`src/hw/adc_spi_macros.svh`:
```
`ifndef ADC_SPI_MACROS_SVH
`define ADC_SPI_MACROS_SVH

// ----------------------------------------------------------------------
// Frame geometry
// ----------------------------------------------------------------------

`define ADC_WORD_BITS 32 // Bits per SPI word, MSB first
`define ADC_READ_WORDS 5 // Status word plus one word per channel
`define ADC_CHANNELS 4

// Init sequence length, one command per frame
`define ADC_INIT_STEPS 9

// ----------------------------------------------------------------------
// ADC reset timing in system clock cycles
// ----------------------------------------------------------------------

`define ADC_RESET_LOW_CYCLES 41665 // About 5 ms reset pulse
`define ADC_RESET_WAIT_CYCLES 166660 // About 20 ms recovery

`endif

```
`src/hw/adc_spi_pkg.sv`:
```
`default_nettype none

`include "adc_spi_macros.svh"

package adc_spi_pkg;

	// Vector types with a meaning
	typedef logic [`ADC_WORD_BITS-1:0] spi_word_t;
	typedef logic [3:0] init_step_t; // Index into the init command table
	typedef logic [2:0] frame_len_t; // Word count or word index within a frame
	typedef logic [17:0] reset_count_t;

	// Controller FSM
	typedef enum logic [2:0] {
		ST_RESET_LOW,
		ST_RESET_WAIT,
		ST_INIT_SEND,
		ST_INIT_WAIT,
		ST_READY,
		ST_READ_WAIT
	} ctrl_state_e;

	// Frame request from the controller to the frame engine
	typedef struct packed {
		logic start; // One-cycle strobe
		spi_word_t tx_word; // Sent in the first word only
		frame_len_t word_count;
		logic read; // Read frame, words go into the sample
	} frame_req_t;

	// One received word
	typedef struct packed {
		logic valid;
		frame_len_t index;
		spi_word_t data;
	} rx_word_t;

	// Full conversion result of one read frame
	typedef struct packed {
		spi_word_t status;
		spi_word_t [`ADC_CHANNELS-1:0] channel;
	} adc_sample_t;

	// Decoded init step
	typedef struct packed {
		spi_word_t cmd;
		spi_word_t expected; // Reply expected in the first word
		logic last;
	} init_cmd_t;

endpackage

`default_nettype wire

```
`src/hw/adc_init_decoder.sv`:
```
`timescale 1ns/1ps
`default_nettype none

`include "adc_spi_macros.svh"

module adc_init_decoder
	import adc_spi_pkg::*;
(
	input wire init_step_t step_i,
	output init_cmd_t cmd_o
);

	localparam init_step_t LAST_STEP = init_step_t'(`ADC_INIT_STEPS - 1);

	// ----------------------------------------------------------------------
	// Command table, reply words sit in the upper half
	// ----------------------------------------------------------------------
	always_comb begin
		cmd_o.last = (step_i == LAST_STEP);
		case (step_i)
			4'd1: {cmd_o.cmd, cmd_o.expected} = {32'h0655_0000, 32'h0655_0000}; // Unlock
			4'd2: {cmd_o.cmd, cmd_o.expected} = {32'h4B68_0000, 32'h2B68_0000};
			4'd3: {cmd_o.cmd, cmd_o.expected} = {32'h4C3E_0000, 32'h2C3E_0000};
			4'd4: {cmd_o.cmd, cmd_o.expected} = {32'h4D02_0000, 32'h2D02_0000};
			4'd5: {cmd_o.cmd, cmd_o.expected} = {32'h4E25_0000, 32'h2E25_0000};
			4'd6: {cmd_o.cmd, cmd_o.expected} = {32'h4F0F_0000, 32'h2F0F_0000};
			4'd7: {cmd_o.cmd, cmd_o.expected} = {32'h0033_0000, 32'h0033_0000}; // Wakeup
			4'd8: {cmd_o.cmd, cmd_o.expected} = {32'h0555_0000, 32'h0555_0000}; // Lock
			// Step 0 and anything out of range read the reset status
			default: {cmd_o.cmd, cmd_o.expected} = {32'h0000_0000, 32'hFF04_0000};
		endcase
	end

	// The controller never steps past the last entry
	always_comb begin
		assert ($isunknown(step_i) || step_i <= LAST_STEP)
			else $error("init step %0d out of range", step_i);
	end

endmodule

`default_nettype wire

```
`src/hw/adc_sequence_ctrl.sv`:
```
`timescale 1ns/1ps
`default_nettype none

`include "adc_spi_macros.svh"

module adc_sequence_ctrl
	import adc_spi_pkg::*;
#(
	parameter int RESET_LOW_CYCLES = `ADC_RESET_LOW_CYCLES,
	parameter int RESET_WAIT_CYCLES = `ADC_RESET_WAIT_CYCLES
) (
	input wire logic synthesized_clock_8_333Mhz,
	input wire logic reset_n,
	input wire logic spi_drdy_n_i,
	input wire init_cmd_t cmd_i,
	input wire logic reply_valid_i,
	input wire logic reply_ok_i,
	input wire logic frame_done_i,
	output init_step_t step_o,
	output frame_req_t frame_req_o,
	output logic spi_reset_n_o,
	output logic adc_ready_o
);

	localparam reset_count_t LOW_LAST = reset_count_t'(RESET_LOW_CYCLES - 1);
	localparam reset_count_t WAIT_LAST = reset_count_t'(RESET_WAIT_CYCLES - 1);

	ctrl_state_e state_q;
	reset_count_t cnt_q;
	init_step_t step_q;
	frame_req_t req_q;
	logic [2:0] drdy_sync_q; // Two sync flops plus edge history
	logic drdy_fall;
	logic in_flight_q;

	assign drdy_fall = drdy_sync_q[2] & ~drdy_sync_q[1];

	// ----------------------------------------------------------------------
	// Sequencing FSM
	// ----------------------------------------------------------------------
	always_ff @(posedge synthesized_clock_8_333Mhz) begin
		if (!reset_n) begin
			state_q <= ST_RESET_LOW;
			cnt_q <= '0;
			step_q <= '0;
			req_q <= '0;
		end else begin
			req_q.start <= 1'b0; // Strobe lasts one cycle
			case (state_q)
				ST_RESET_LOW: begin
					if (cnt_q == LOW_LAST) begin
						cnt_q <= '0;
						state_q <= ST_RESET_WAIT;
					end else begin
						cnt_q <= cnt_q + 1'b1;
					end
				end
				ST_RESET_WAIT: begin
					if (cnt_q == WAIT_LAST) begin
						cnt_q <= '0;
						state_q <= ST_INIT_SEND;
					end else begin
						cnt_q <= cnt_q + 1'b1;
					end
				end
				ST_INIT_SEND: begin
					req_q.start <= 1'b1;
					req_q.tx_word <= cmd_i.cmd;
					req_q.word_count <= frame_len_t'(1); // Init replies fit in one word
					req_q.read <= 1'b0;
					state_q <= ST_INIT_WAIT;
				end
				ST_INIT_WAIT: begin
					if (reply_valid_i) begin
						if (!reply_ok_i) begin
							state_q <= ST_INIT_SEND; // Same step again
						end else if (cmd_i.last) begin
							state_q <= ST_READY;
						end else begin
							step_q <= step_q + 1'b1;
							state_q <= ST_INIT_SEND;
						end
					end
				end
				ST_READY: begin
					if (drdy_fall) begin
						req_q.start <= 1'b1;
						req_q.tx_word <= '0; // Reads clock out zeros
						req_q.word_count <= frame_len_t'(`ADC_READ_WORDS);
						req_q.read <= 1'b1;
						state_q <= ST_READ_WAIT;
					end
				end
				ST_READ_WAIT: begin
					if (frame_done_i)
						state_q <= ST_READY; // Edges seen meanwhile are dropped
				end
				default: state_q <= ST_RESET_LOW;
			endcase
		end
	end

	// Data-ready synchronizer, parked high until init is done
	always_ff @(posedge synthesized_clock_8_333Mhz) begin
		if (!reset_n)
			drdy_sync_q <= '1;
		else if (adc_ready_o)
			drdy_sync_q <= {drdy_sync_q[1:0], spi_drdy_n_i};
		else
			drdy_sync_q <= '1;
	end

	// Tracks a frame between its strobe and frame_done
	always_ff @(posedge synthesized_clock_8_333Mhz) begin
		if (!reset_n)
			in_flight_q <= 1'b0;
		else if (req_q.start)
			in_flight_q <= 1'b1;
		else if (frame_done_i)
			in_flight_q <= 1'b0;
	end

	assign step_o = step_q;
	assign frame_req_o = req_q;
	assign spi_reset_n_o = (state_q != ST_RESET_LOW);
	assign adc_ready_o = (state_q == ST_READY) || (state_q == ST_READ_WAIT);

	// One frame at a time, the engine ignores a start while busy
	assert property (@(posedge synthesized_clock_8_333Mhz) disable iff (!reset_n)
		req_q.start |-> !in_flight_q);

endmodule

`default_nettype wire

```
`src/hw/spi_frame_engine.sv`:
```
`timescale 1ns/1ps
`default_nettype none

`include "adc_spi_macros.svh"

module spi_frame_engine
	import adc_spi_pkg::*;
(
	input wire logic synthesized_clock_8_333Mhz,
	input wire logic reset_n,
	input wire frame_req_t req_i,
	input wire logic spi_miso_i,
	output logic spi_sclk_o,
	output logic spi_cs_n_o,
	output logic spi_mosi_o,
	output rx_word_t rx_o,
	output logic frame_done_o
);

	localparam int BIT_W = $clog2(`ADC_WORD_BITS);
	localparam logic [BIT_W-1:0] LAST_BIT = BIT_W'(`ADC_WORD_BITS - 1);

	logic busy_q;
	logic sclk_q; // High in the first cycle of each bit
	logic cs_n_q;
	logic mosi_q;
	logic done_q;
	logic [BIT_W-1:0] bit_idx_q;
	frame_len_t word_idx_q;
	frame_len_t last_word_q;
	spi_word_t tx_shift_q;
	spi_word_t rx_shift_q;
	logic rx_valid_q;
	frame_len_t rx_index_q;
	spi_word_t rx_data_q;
	logic bit_end;
	logic frame_end;

	assign bit_end = (bit_idx_q == LAST_BIT);
	assign frame_end = bit_end && (word_idx_q == last_word_q);

	// ----------------------------------------------------------------------
	// Control, one bit per two system clocks
	// ----------------------------------------------------------------------
	always_ff @(posedge synthesized_clock_8_333Mhz) begin
		if (!reset_n) begin
			busy_q <= 1'b0;
			sclk_q <= 1'b0;
			cs_n_q <= 1'b1;
			mosi_q <= 1'b0;
			done_q <= 1'b0;
			rx_valid_q <= 1'b0;
			bit_idx_q <= '0;
			word_idx_q <= '0;
			last_word_q <= '0;
		end else begin
			done_q <= 1'b0;
			rx_valid_q <= 1'b0;
			if (!busy_q) begin
				if (req_i.start) begin
					busy_q <= 1'b1;
					cs_n_q <= 1'b0;
					sclk_q <= 1'b1;
					mosi_q <= req_i.tx_word[`ADC_WORD_BITS-1];
					bit_idx_q <= '0;
					word_idx_q <= '0;
					last_word_q <= req_i.word_count - 1'b1;
				end
			end else if (sclk_q) begin
				sclk_q <= 1'b0; // Falling half, slave holds MISO
			end else begin
				// End of the falling half, MISO is taken here
				bit_idx_q <= bit_idx_q + 1'b1;
				if (bit_end) begin
					rx_valid_q <= 1'b1;
					word_idx_q <= word_idx_q + 1'b1;
				end
				if (frame_end) begin
					busy_q <= 1'b0;
					cs_n_q <= 1'b1;
					mosi_q <= 1'b0;
					done_q <= 1'b1;
				end else begin
					sclk_q <= 1'b1;
					mosi_q <= tx_shift_q[`ADC_WORD_BITS-1]; // Changes with the rising edge
				end
			end
		end
	end

	// Shift registers
	always_ff @(posedge synthesized_clock_8_333Mhz) begin
		if (!busy_q && req_i.start) begin
			tx_shift_q <= {req_i.tx_word[`ADC_WORD_BITS-2:0], 1'b0};
		end else if (busy_q && !sclk_q) begin
			tx_shift_q <= {tx_shift_q[`ADC_WORD_BITS-2:0], 1'b0}; // Zeros after word 0
			rx_shift_q <= {rx_shift_q[`ADC_WORD_BITS-2:0], spi_miso_i};
			if (bit_end) begin
				rx_data_q <= {rx_shift_q[`ADC_WORD_BITS-2:0], spi_miso_i};
				rx_index_q <= word_idx_q;
			end
		end
	end

	assign spi_sclk_o = sclk_q;
	assign spi_cs_n_o = cs_n_q;
	assign spi_mosi_o = mosi_q;
	assign frame_done_o = done_q;
	assign rx_o = '{valid: rx_valid_q, index: rx_index_q, data: rx_data_q};

	// Serial clock only toggles inside a frame
	assert property (@(posedge synthesized_clock_8_333Mhz) disable iff (!reset_n)
		spi_sclk_o |-> !spi_cs_n_o);

endmodule

`default_nettype wire

```
`src/hw/adc_response_check.sv`:
```
`timescale 1ns/1ps
`default_nettype none

`include "adc_spi_macros.svh"

module adc_response_check
	import adc_spi_pkg::*;
(
	input wire logic synthesized_clock_8_333Mhz,
	input wire logic reset_n,
	input wire rx_word_t rx_i,
	input wire logic read_frame_i,
	input wire spi_word_t expected_i,
	input wire logic frame_done_i,
	output logic reply_valid_o,
	output logic reply_ok_o,
	output adc_sample_t sample_o,
	output logic sample_valid_o
);

	localparam int CH_W = $clog2(`ADC_CHANNELS);

	logic ok_q; // Match result of word 0
	logic ok_now;
	logic first_word;
	logic [CH_W-1:0] ch_sel;
	adc_sample_t sample_q;

	assign first_word = rx_i.valid && (rx_i.index == '0);
	assign ok_now = first_word ? (rx_i.data == expected_i) : ok_q;
	assign ch_sel = CH_W'(rx_i.index - frame_len_t'(1)); // Word 1 is channel 0

	// ----------------------------------------------------------------------
	// Init replies
	// ----------------------------------------------------------------------
	always_ff @(posedge synthesized_clock_8_333Mhz) begin
		if (!reset_n) begin
			ok_q <= 1'b0;
			reply_valid_o <= 1'b0;
			reply_ok_o <= 1'b0;
			sample_valid_o <= 1'b0;
		end else begin
			if (first_word && !read_frame_i)
				ok_q <= ok_now;
			reply_valid_o <= frame_done_i && !read_frame_i;
			if (frame_done_i && !read_frame_i)
				reply_ok_o <= ok_now; // Level holds until the next init frame
			sample_valid_o <= frame_done_i && read_frame_i;
		end
	end

	// Read words land in the sample by index
	always_ff @(posedge synthesized_clock_8_333Mhz) begin
		if (rx_i.valid && read_frame_i) begin
			if (rx_i.index == '0)
				sample_q.status <= rx_i.data;
			else
				sample_q.channel[ch_sel] <= rx_i.data;
		end
	end

	assign sample_o = sample_q;

	// Word count set by the controller bounds the engine's index
	assert property (@(posedge synthesized_clock_8_333Mhz) disable iff (!reset_n)
		rx_i.valid |-> rx_i.index < frame_len_t'(`ADC_READ_WORDS));

endmodule

`default_nettype wire

```
`src/hw/adc_spi_master.sv`:
```
`timescale 1ns/1ps
`default_nettype none

`include "adc_spi_macros.svh"

module adc_spi_master
	import adc_spi_pkg::*;
#(
	parameter int RESET_LOW_CYCLES = `ADC_RESET_LOW_CYCLES,
	parameter int RESET_WAIT_CYCLES = `ADC_RESET_WAIT_CYCLES
) (
	input wire logic synthesized_clock_8_333Mhz,
	input wire logic reset_n,
	input wire logic spi_miso_i,
	input wire logic spi_drdy_n_i,
	output logic spi_sclk_o,
	output logic spi_cs_n_o,
	output logic spi_mosi_o,
	output logic spi_reset_n_o,
	output logic adc_ready_o,
	output adc_sample_t sample_o,
	output logic sample_valid_o
);

	init_step_t step;
	init_cmd_t init_cmd;
	frame_req_t frame_req;
	rx_word_t rx_word;
	logic frame_done;
	logic reply_valid;
	logic reply_ok;

	// ----------------------------------------------------------------------
	// Command decoder and sequencer
	// ----------------------------------------------------------------------
	adc_init_decoder u_decode (
		.step_i (step),
		.cmd_o (init_cmd)
	);

	adc_sequence_ctrl #(
		.RESET_LOW_CYCLES (RESET_LOW_CYCLES),
		.RESET_WAIT_CYCLES (RESET_WAIT_CYCLES)
	) u_ctrl (
		.synthesized_clock_8_333Mhz (synthesized_clock_8_333Mhz),
		.reset_n (reset_n),
		.spi_drdy_n_i (spi_drdy_n_i),
		.cmd_i (init_cmd),
		.reply_valid_i (reply_valid),
		.reply_ok_i (reply_ok),
		.frame_done_i (frame_done),
		.step_o (step),
		.frame_req_o (frame_req),
		.spi_reset_n_o (spi_reset_n_o),
		.adc_ready_o (adc_ready_o)
	);

	// Frame engine on the SPI pins
	spi_frame_engine u_execute (
		.synthesized_clock_8_333Mhz (synthesized_clock_8_333Mhz),
		.reset_n (reset_n),
		.req_i (frame_req),
		.spi_miso_i (spi_miso_i),
		.spi_sclk_o (spi_sclk_o),
		.spi_cs_n_o (spi_cs_n_o),
		.spi_mosi_o (spi_mosi_o),
		.rx_o (rx_word),
		.frame_done_o (frame_done)
	);

	adc_response_check u_result (
		.synthesized_clock_8_333Mhz (synthesized_clock_8_333Mhz),
		.reset_n (reset_n),
		.rx_i (rx_word),
		.read_frame_i (frame_req.read), // Held for the whole frame
		.expected_i (init_cmd.expected),
		.frame_done_i (frame_done),
		.reply_valid_o (reply_valid),
		.reply_ok_o (reply_ok),
		.sample_o (sample_o),
		.sample_valid_o (sample_valid_o)
	);

endmodule

`default_nettype wire

```
`config.mk`:
```
export PLATFORM = sky130hd
export DESIGN_NAME = adc_spi_master
export DESIGN_NICKNAME = d
export VERILOG_FILES = /design/src/hw/adc_spi_pkg.sv /design/src/hw/adc_init_decoder.sv /design/src/hw/adc_sequence_ctrl.sv /design/src/hw/spi_frame_engine.sv /design/src/hw/adc_response_check.sv /design/src/hw/adc_spi_master.sv
export VERILOG_INCLUDE_DIRS = /design/src /design/src/hw
export SDC_FILE = /design/constraint.sdc
export NUM_CORES = 1
export LEC_CHECK = 0
export BUFFER_PORTS_ARGS = -buffer_cell sky130_fd_sc_hd__buf_2
export CORE_UTILIZATION = 30
export CTS_BUF_LIST = sky130_fd_sc_hd__clkbuf_4 sky130_fd_sc_hd__clkbuf_8
export CTS_CLUSTER_DIAMETER = 200
export CTS_CLUSTER_SIZE = 8
export DETAILED_ROUTE_END_ITERATION = 6
export PLACE_DENSITY_LB_ADDON = 0.15
export SLEW_MARGIN = 20
export SYNTH_ARGS = -nofsm -noshare
export SYNTH_HDL_FRONTEND = slang
export SYNTH_HIERARCHICAL = 1
export SYNTH_SLANG_ARGS = --single-unit
```
`constraint.sdc`:
```
create_clock -name synthesized_clock_8_333Mhz -period 12.34 [get_ports synthesized_clock_8_333Mhz]
set_clock_uncertainty 0.15 [all_clocks]
set_input_delay 1.234 -clock synthesized_clock_8_333Mhz [delete_from_list [all_inputs] [get_ports synthesized_clock_8_333Mhz]]
set_output_delay 1.234 -clock synthesized_clock_8_333Mhz [all_outputs]
set_load 0.02 [all_outputs]
```
Word-level counts from Yosys, hierarchy flattened
Memories as Yosys holds them, arrays and structs flattened. A register that Yosys moved wholly into a read port is not among the register bits.
Cells that the tools add are included.
{"block": "op_classes", "mux": 45, "eq_ne": 19, "n_bitwise": 7, "addsub": 6, "n_reduce_logical": 33, "order_cmp": 2}
{"cell": "128-bit bitwise mux", "n": 1}
{"cell": "32-bit 2-to-1 mux", "n": 3}
{"cell": "37-bit case mux with 2 select lines", "n": 1}
{"cell": "32-bit demux with 2-bit select", "n": 1}
{"cell": "37-bit 2-to-1 mux", "n": 1}
{"cell": "18-bit 2-to-1 mux", "n": 2}
{"cell": "18-bit case mux with 2 select lines", "n": 1}
{"cell": "3-bit 2-to-1 mux", "n": 11}
{"cell": "32-bit equality test", "n": 1}
{"cell": "18-bit by 1-bit adder with 18-bit output (second input constant)", "n": 1}
{"cell": "18-bit by 16-bit equality test with 1-bit output (second input constant)", "n": 1}
{"cell": "18-bit equality test (second input constant)", "n": 1}
{"cell": "1-bit 2-to-1 mux", "n": 18}
{"cell": "3-bit case mux with 6 select lines", "n": 1}
{"cell": "5-bit 2-to-1 mux", "n": 3}
{"cell": "2-bit AND reduction", "n": 7}
{"cell": "2-bit by 1-bit inequality test with 1-bit output (second input constant)", "n": 5}
{"cell": "1-bit logical AND", "n": 9}
{"cell": "3-bit AND reduction", "n": 3}
{"cell": "4-bit 2-to-1 mux", "n": 2}
{"cell": "2-bit nonzero test", "n": 4}
{"cell": "3-bit by 2-bit equality test with 1-bit output (second input constant)", "n": 2}
{"cell": "3-bit equality test (second input constant)", "n": 2}
{"cell": "3-bit logical NOT", "n": 2}
{"cell": "20 further kinds", "n": 29}
{"block": "totals", "n_memories": 1, "elab_cells": 143, "rom_bits": 432, "regBits": 343, "inputBits": 4, "out_inout_bits": 166}
{"name": "(name not given)", "words": 16, "word_bits": 27, "rd": 1, "rd_ports_with_merged_regs": 1, "write_ports": 0, "line": "adc_init_decoder.sv:20", "source": "case (step_i)"}

Logic depth before layout (Yosys ltp)
{"block": "depth", "word_depth": 6, "depth_mapped": 11}

By module
The synthesis kept the hierarchy.
{"module": "adc_response_check", "cells_each": 228, "area_per_inst_um2": 5347.6, "n_inst": 1}
{"module": "spi_frame_engine", "cells_each": 280, "area_per_inst_um2": 4066.4, "n_inst": 1}
{"module": "adc_sequence_ctrl", "cells_each": 279, "area_per_inst_um2": 2603.7, "n_inst": 1}
{"module": "adc_init_decoder", "cells_each": 102, "area_per_inst_um2": 698.2, "n_inst": 1}

Least setup slack after synthesis
OpenSTA, ideal clock, no wires.
{"block": "synth_timing", "path_type": "register to register", "from": "reg, netlist name u_ctrl/frame_req_o[3]", "to": "reg u_result.sample_q, in the netlist u_result/sample_o[100] (enable)", "arrival_ps": 3906, "stages_incl_launch_ff": 3, "setup_slack_ps": 7771, "path_cell_list": "dfxtp_1 nand2_1 nor4b_1"}
{"item": "to (decl)", "line": "adc_response_check.sv:27", "source": "adc_sample_t sample_q;"}

Worst setup path in the final report
{"block": "layout_timing", "from": "reg u_ctrl.state_q[2]", "to": "out adc_ready_o"}
{"block": "layout_between", "elab_chain_cells": 2, "word_cells_on_any_way": 3, "classes_between": "eq/ne: 2; reduce/logical: 1"}
{"item": "from (decl)", "line": "adc_sequence_ctrl.sv:28", "source": "ctrl_state_e state_q;"}
{"item": "from (signal assigned)", "line": "adc_sequence_ctrl.sv:43", "source": "state_q <= ST_RESET_LOW;"}
{"item": "from (signal assigned)", "line": "adc_sequence_ctrl.sv:53", "source": "state_q <= ST_RESET_WAIT;"}
{"item": "from (signal assigned)", "line": "adc_sequence_ctrl.sv:61", "source": "state_q <= ST_INIT_SEND;"}
{"item": "3-bit equality test", "line": "adc_sequence_ctrl.sv:126", "source": "assign adc_ready_o = (state_q == ST_READY) || (state_q == ST_READ_WAIT);"}
{"item": "1-bit logical OR *", "line": "adc_sequence_ctrl.sv:126"}
{"item": "to (decl)", "line": "adc_spi_master.sv:20", "source": "output logic adc_ready_o,"}
Every way passes the cells marked *; elsewhere a longest branch is shown, timed or not.

==> results_dict.tcl <==
set metrics [dict create \
    run_status "completed" \
    layout_common_cells "sky130_fd_sc_hd__edfxtp_1, sky130_fd_sc_hd__buf_2, sky130_fd_sc_hd__nand2_1, sky130_fd_sc_hd__dfxtp_1, sky130_fd_sc_hd__nor2_1" \
    worst_max_slew_pin_slew_ns 0.925 \
    routabilityCongestion 0.756 \
    synth_area_mm2 0.0127 \
    cts_hold_buf 0 \
    cts.clk_slew.worst_paths_ns 0.06 \
    wire_length_of_the_first_global_routing_pass_mm 42.9 \
    slew_violations 0 \
    report.final.hold_viol_count 0 \
    n_fill_cell 4095 \
    routed-via-count 7051 \
    worst-endpoint-arrival_ns 1.80 \
    gr-total-overflow 0 \
    share_clk_of_total_power_pct 37.4 \
    topRoutingLayerUsed "met4" \
    grt_pass1_vias 7134 \
    setup.worst_path.end_class "output port" \
    critPathMaxFanout 14 \
    seq_power_share_pct 55.4 \
    totalNegativeSetupSlack_ns 0 \
    hold-path-endpoint "u_ctrl/drdy_sync_q[1]" \
    synth_sequential_area_ratio_pct 73.9 \
    layout_worst_path_cycle_share_pct 25.8 \
    cts_resized 0 \
    cts_tree "done" \
    final.min_clock_period_ns 3.19 \
    hold_path_startpoint "u_ctrl/drdy_sync_q[0]" \
    ioPinCount 170 \
    sw_frac_of_total_pct 23.7 \
    clock_tree.buffer_depth 3 \
    timing.critical_path.from "u_ctrl/state_q[2]" \
    post_synth_inst_count 889 \
    antenna_left 0 \
    design.die.area_mm2 0.0432 \
    postSynthRegisterBits 341 \
    max_slew_margin_pct 38.2 \
    wp_data_required_ns 10.96 \
    pre_antenna_drt_iters 4 \
    r2r.worst_path.cells 10 \
    hold-path-cell-count 1 \
    flow.area_growth_from_synthesis_pct 17.4 \
    rr_startpoint "u_ctrl/step_o[0]" \
    min-delay-path-class "reg -> reg" \
    layout.cells.most_common "sky130_fd_sc_hd__edfxtp_1" \
    power.internal_uw 1820 \
    cp-start-kind "flop" \
    number_of_placement_rows 75 \
    synth_warnings 6 \
    power_uw 2390 \
    drt-wirelength-per-cell_um 16.5 \
    core_area_mm2 0.0419 \
    detail_route.wirelength_mm 27.3 \
    share_comb_of_total_power_pct 7.2 \
    cts_buffers 48 \
    synthArstFlopShare_pct 0 \
    grt_setup_unrepaired "no" \
    clock_insertion_delay_at_the_later_pin_of_the_skew_report_ns 0.60 \
    gr-usage-all-layers_pct 12.8 \
    power-per-cell-area_mw_per_mm2 160 \
    synth_enable_flop_cells 257 \
    floorplan.die.height_um 208 \
    maxClockFrequency_ghz 0.314 \
    grt_antenna_before_repair 0 \
    drive_gt1_share_pct 26.7 \
    area_contributors_post_synth "sky130_fd_sc_hd__edfxtp_1, sky130_fd_sc_hd__dfxtp_1, sky130_fd_sc_hd__nand2_1" \
    postSynthAreaPerCell_um2 14.3 \
    cts.sink_count 341 \
    post-cts-setup-buffer-count 0 \
    timing.reg2reg.setup_slack_ns 9.57 \
    start_util_pct 30.4 \
    n_antenna_cell 0 \
    vdd_drop_max_v 0.0000840 \
    synth_top_cell_by_area "sky130_fd_sc_hd__edfxtp_1" \
    critical_path_class "reg -> out" \
    clock_root_cell "sky130_fd_sc_hd__clkbuf_8" \
    via_per_inst 4.27 \
    final-setup-viol-count 0 \
    synth_top_cell_area_share_pct 60.7 \
    dpl.hpwl_mm 17.0 \
    grt_max_degree 41 \
    wl_met3_mm 1.41 \
    r2r_end "u_result/reply_ok_o" \
    power.net_switching_uw 567 \
    dieWidth_um 208 \
    synth.distinct_cells 65 \
    dr_drc_count 0 \
    maxCapViolations 0 \
    io_buf_count 169 \
    initial_drc_count 414 \
    met2WireLength_mm 12.4 \
    ys.flop_type "sky130_fd_sc_hd__edfxtp_1" \
    routedLengthMet1_mm 12.9 \
    nNetsFinal 1095 \
    number_of_h_tree_levels 2 \
    leakage_uw 0.00551 \
]
cell families after synthesis:
| logic type | synth area share, % |
|---|---|
| multiplexers | 0.472 |
| AO/OA/AOI/OAI | 4.57 |
| XOR/XNOR | 3.93 |
| adder cells (fa/ha/maj) | 1.38 |
| flip-flops | 73.9 |
| AND/OR/NAND/NOR | 10.9 |
| buffers and inverters | 4.81 |
| other | 0.0591 |
synth_stat cells (all sizes together) (2+ instances only):
library cell and count:
a21o 2, a21oi 16, and2 4, nor4b 2, o211a 3, o21ai 15
nand3 14, conb 2, or3 2, nor2b 9, clkinv 2, xor2 12
nand4 15, buf 68, nor3 7, a22oi 34, and4 2, nand3b 3
mux2i 6, nand2 117, and4b 2, clkbuf 10, or2 3, and3 12
dfxtp 84, nand2b 6, xnor2 45, nor4 6, a21boi 2, nor2 79
ha 14, inv 19, edfxtp 257
routing by layer:
metal | up-vias | GRT usage (%)
met1 | 3352 | 17.5
met5 | - | 0
met4 | 0 | 4.39
met3 | 48 | 2.92
met2 | 188 | 20.1
li1 | 3463 | -
worst max-delay path, stage by stage, from the launching register on:
cell,delay (ns)
sky130_fd_sc_hd__dfxtp_1,0.66
sky130_fd_sc_hd__nor2b_1,0.34
sky130_fd_sc_hd__buf_2,0.23
metrics by stage:
step	area, um^2	setup WS, ns	hold WS (ns)	utilization, %	std cells
after floorplan	12900	7.77	0.242	-	925
after global placement	14000	9.51	0.246	33.4	1566
after detailed placement	14000	9.48	0.255	33.4	1566
after CTS	14900	9.07	0.270	35.7	1652
after global routing	14900	8.98	0.288	35.7	1652
final	14900	9.15	0.264	35.7	1652
power by group through the flow:
stage	Sequential (uW)	Combinational, uW	Clock [uW]
3_3_place_gp	1350	175	0
2_1_floorplan	1340	145	0
3_5_place_dp	1350	177	0
5_1_grt	1330	198	983
6_report	1320	173	894
4_1_cts	1320	179	940
cell type report:
type                            instances  area [um^2]  area share [%]
Clock inverter                          3         30.0           0.201
Tap cell                              539          674            4.52
Timing Repair Buffer                  180          928            6.22
Inverter                               21         83.8           0.561
Sequential cell                       341         9400            62.9
Clock buffer                           83          930            6.23
Multi-Input combinational cell        485         2890            19.3
sequential cells by signal (all words and copies together) (netlist names), 3 cells and up:
signal,flops
u_result/sample_o,160
u_ctrl/frame_req_o,35
u_execute/rx_data_q,32
u_execute/rx_shift_q,31
u_execute/tx_shift_q,31
u_ctrl/cnt_q,18
u_execute/bit_idx_q,5
u_ctrl/step_o,4
u_ctrl/drdy_sync_q,3
u_ctrl/state_q,3
u_execute/last_word_q,3
u_execute/rx_index_q,3
u_execute/word_idx_q,3
how the worst max path moves through the flow:
stage,end,slack [ns],cells past startpoint
2_1_floorplan,u_result/sample_o[100],7.77,2
3_3_place_gp,u_ctrl/state_q[0],9.51,5
3_5_place_dp,u_ctrl/state_q[0],9.48,5
4_1_cts,adc_ready_o,9.07,2
5_1_grt,adc_ready_o,8.98,2
6_report,adc_ready_o,9.15,2
(Power assumes the default switching activity.)
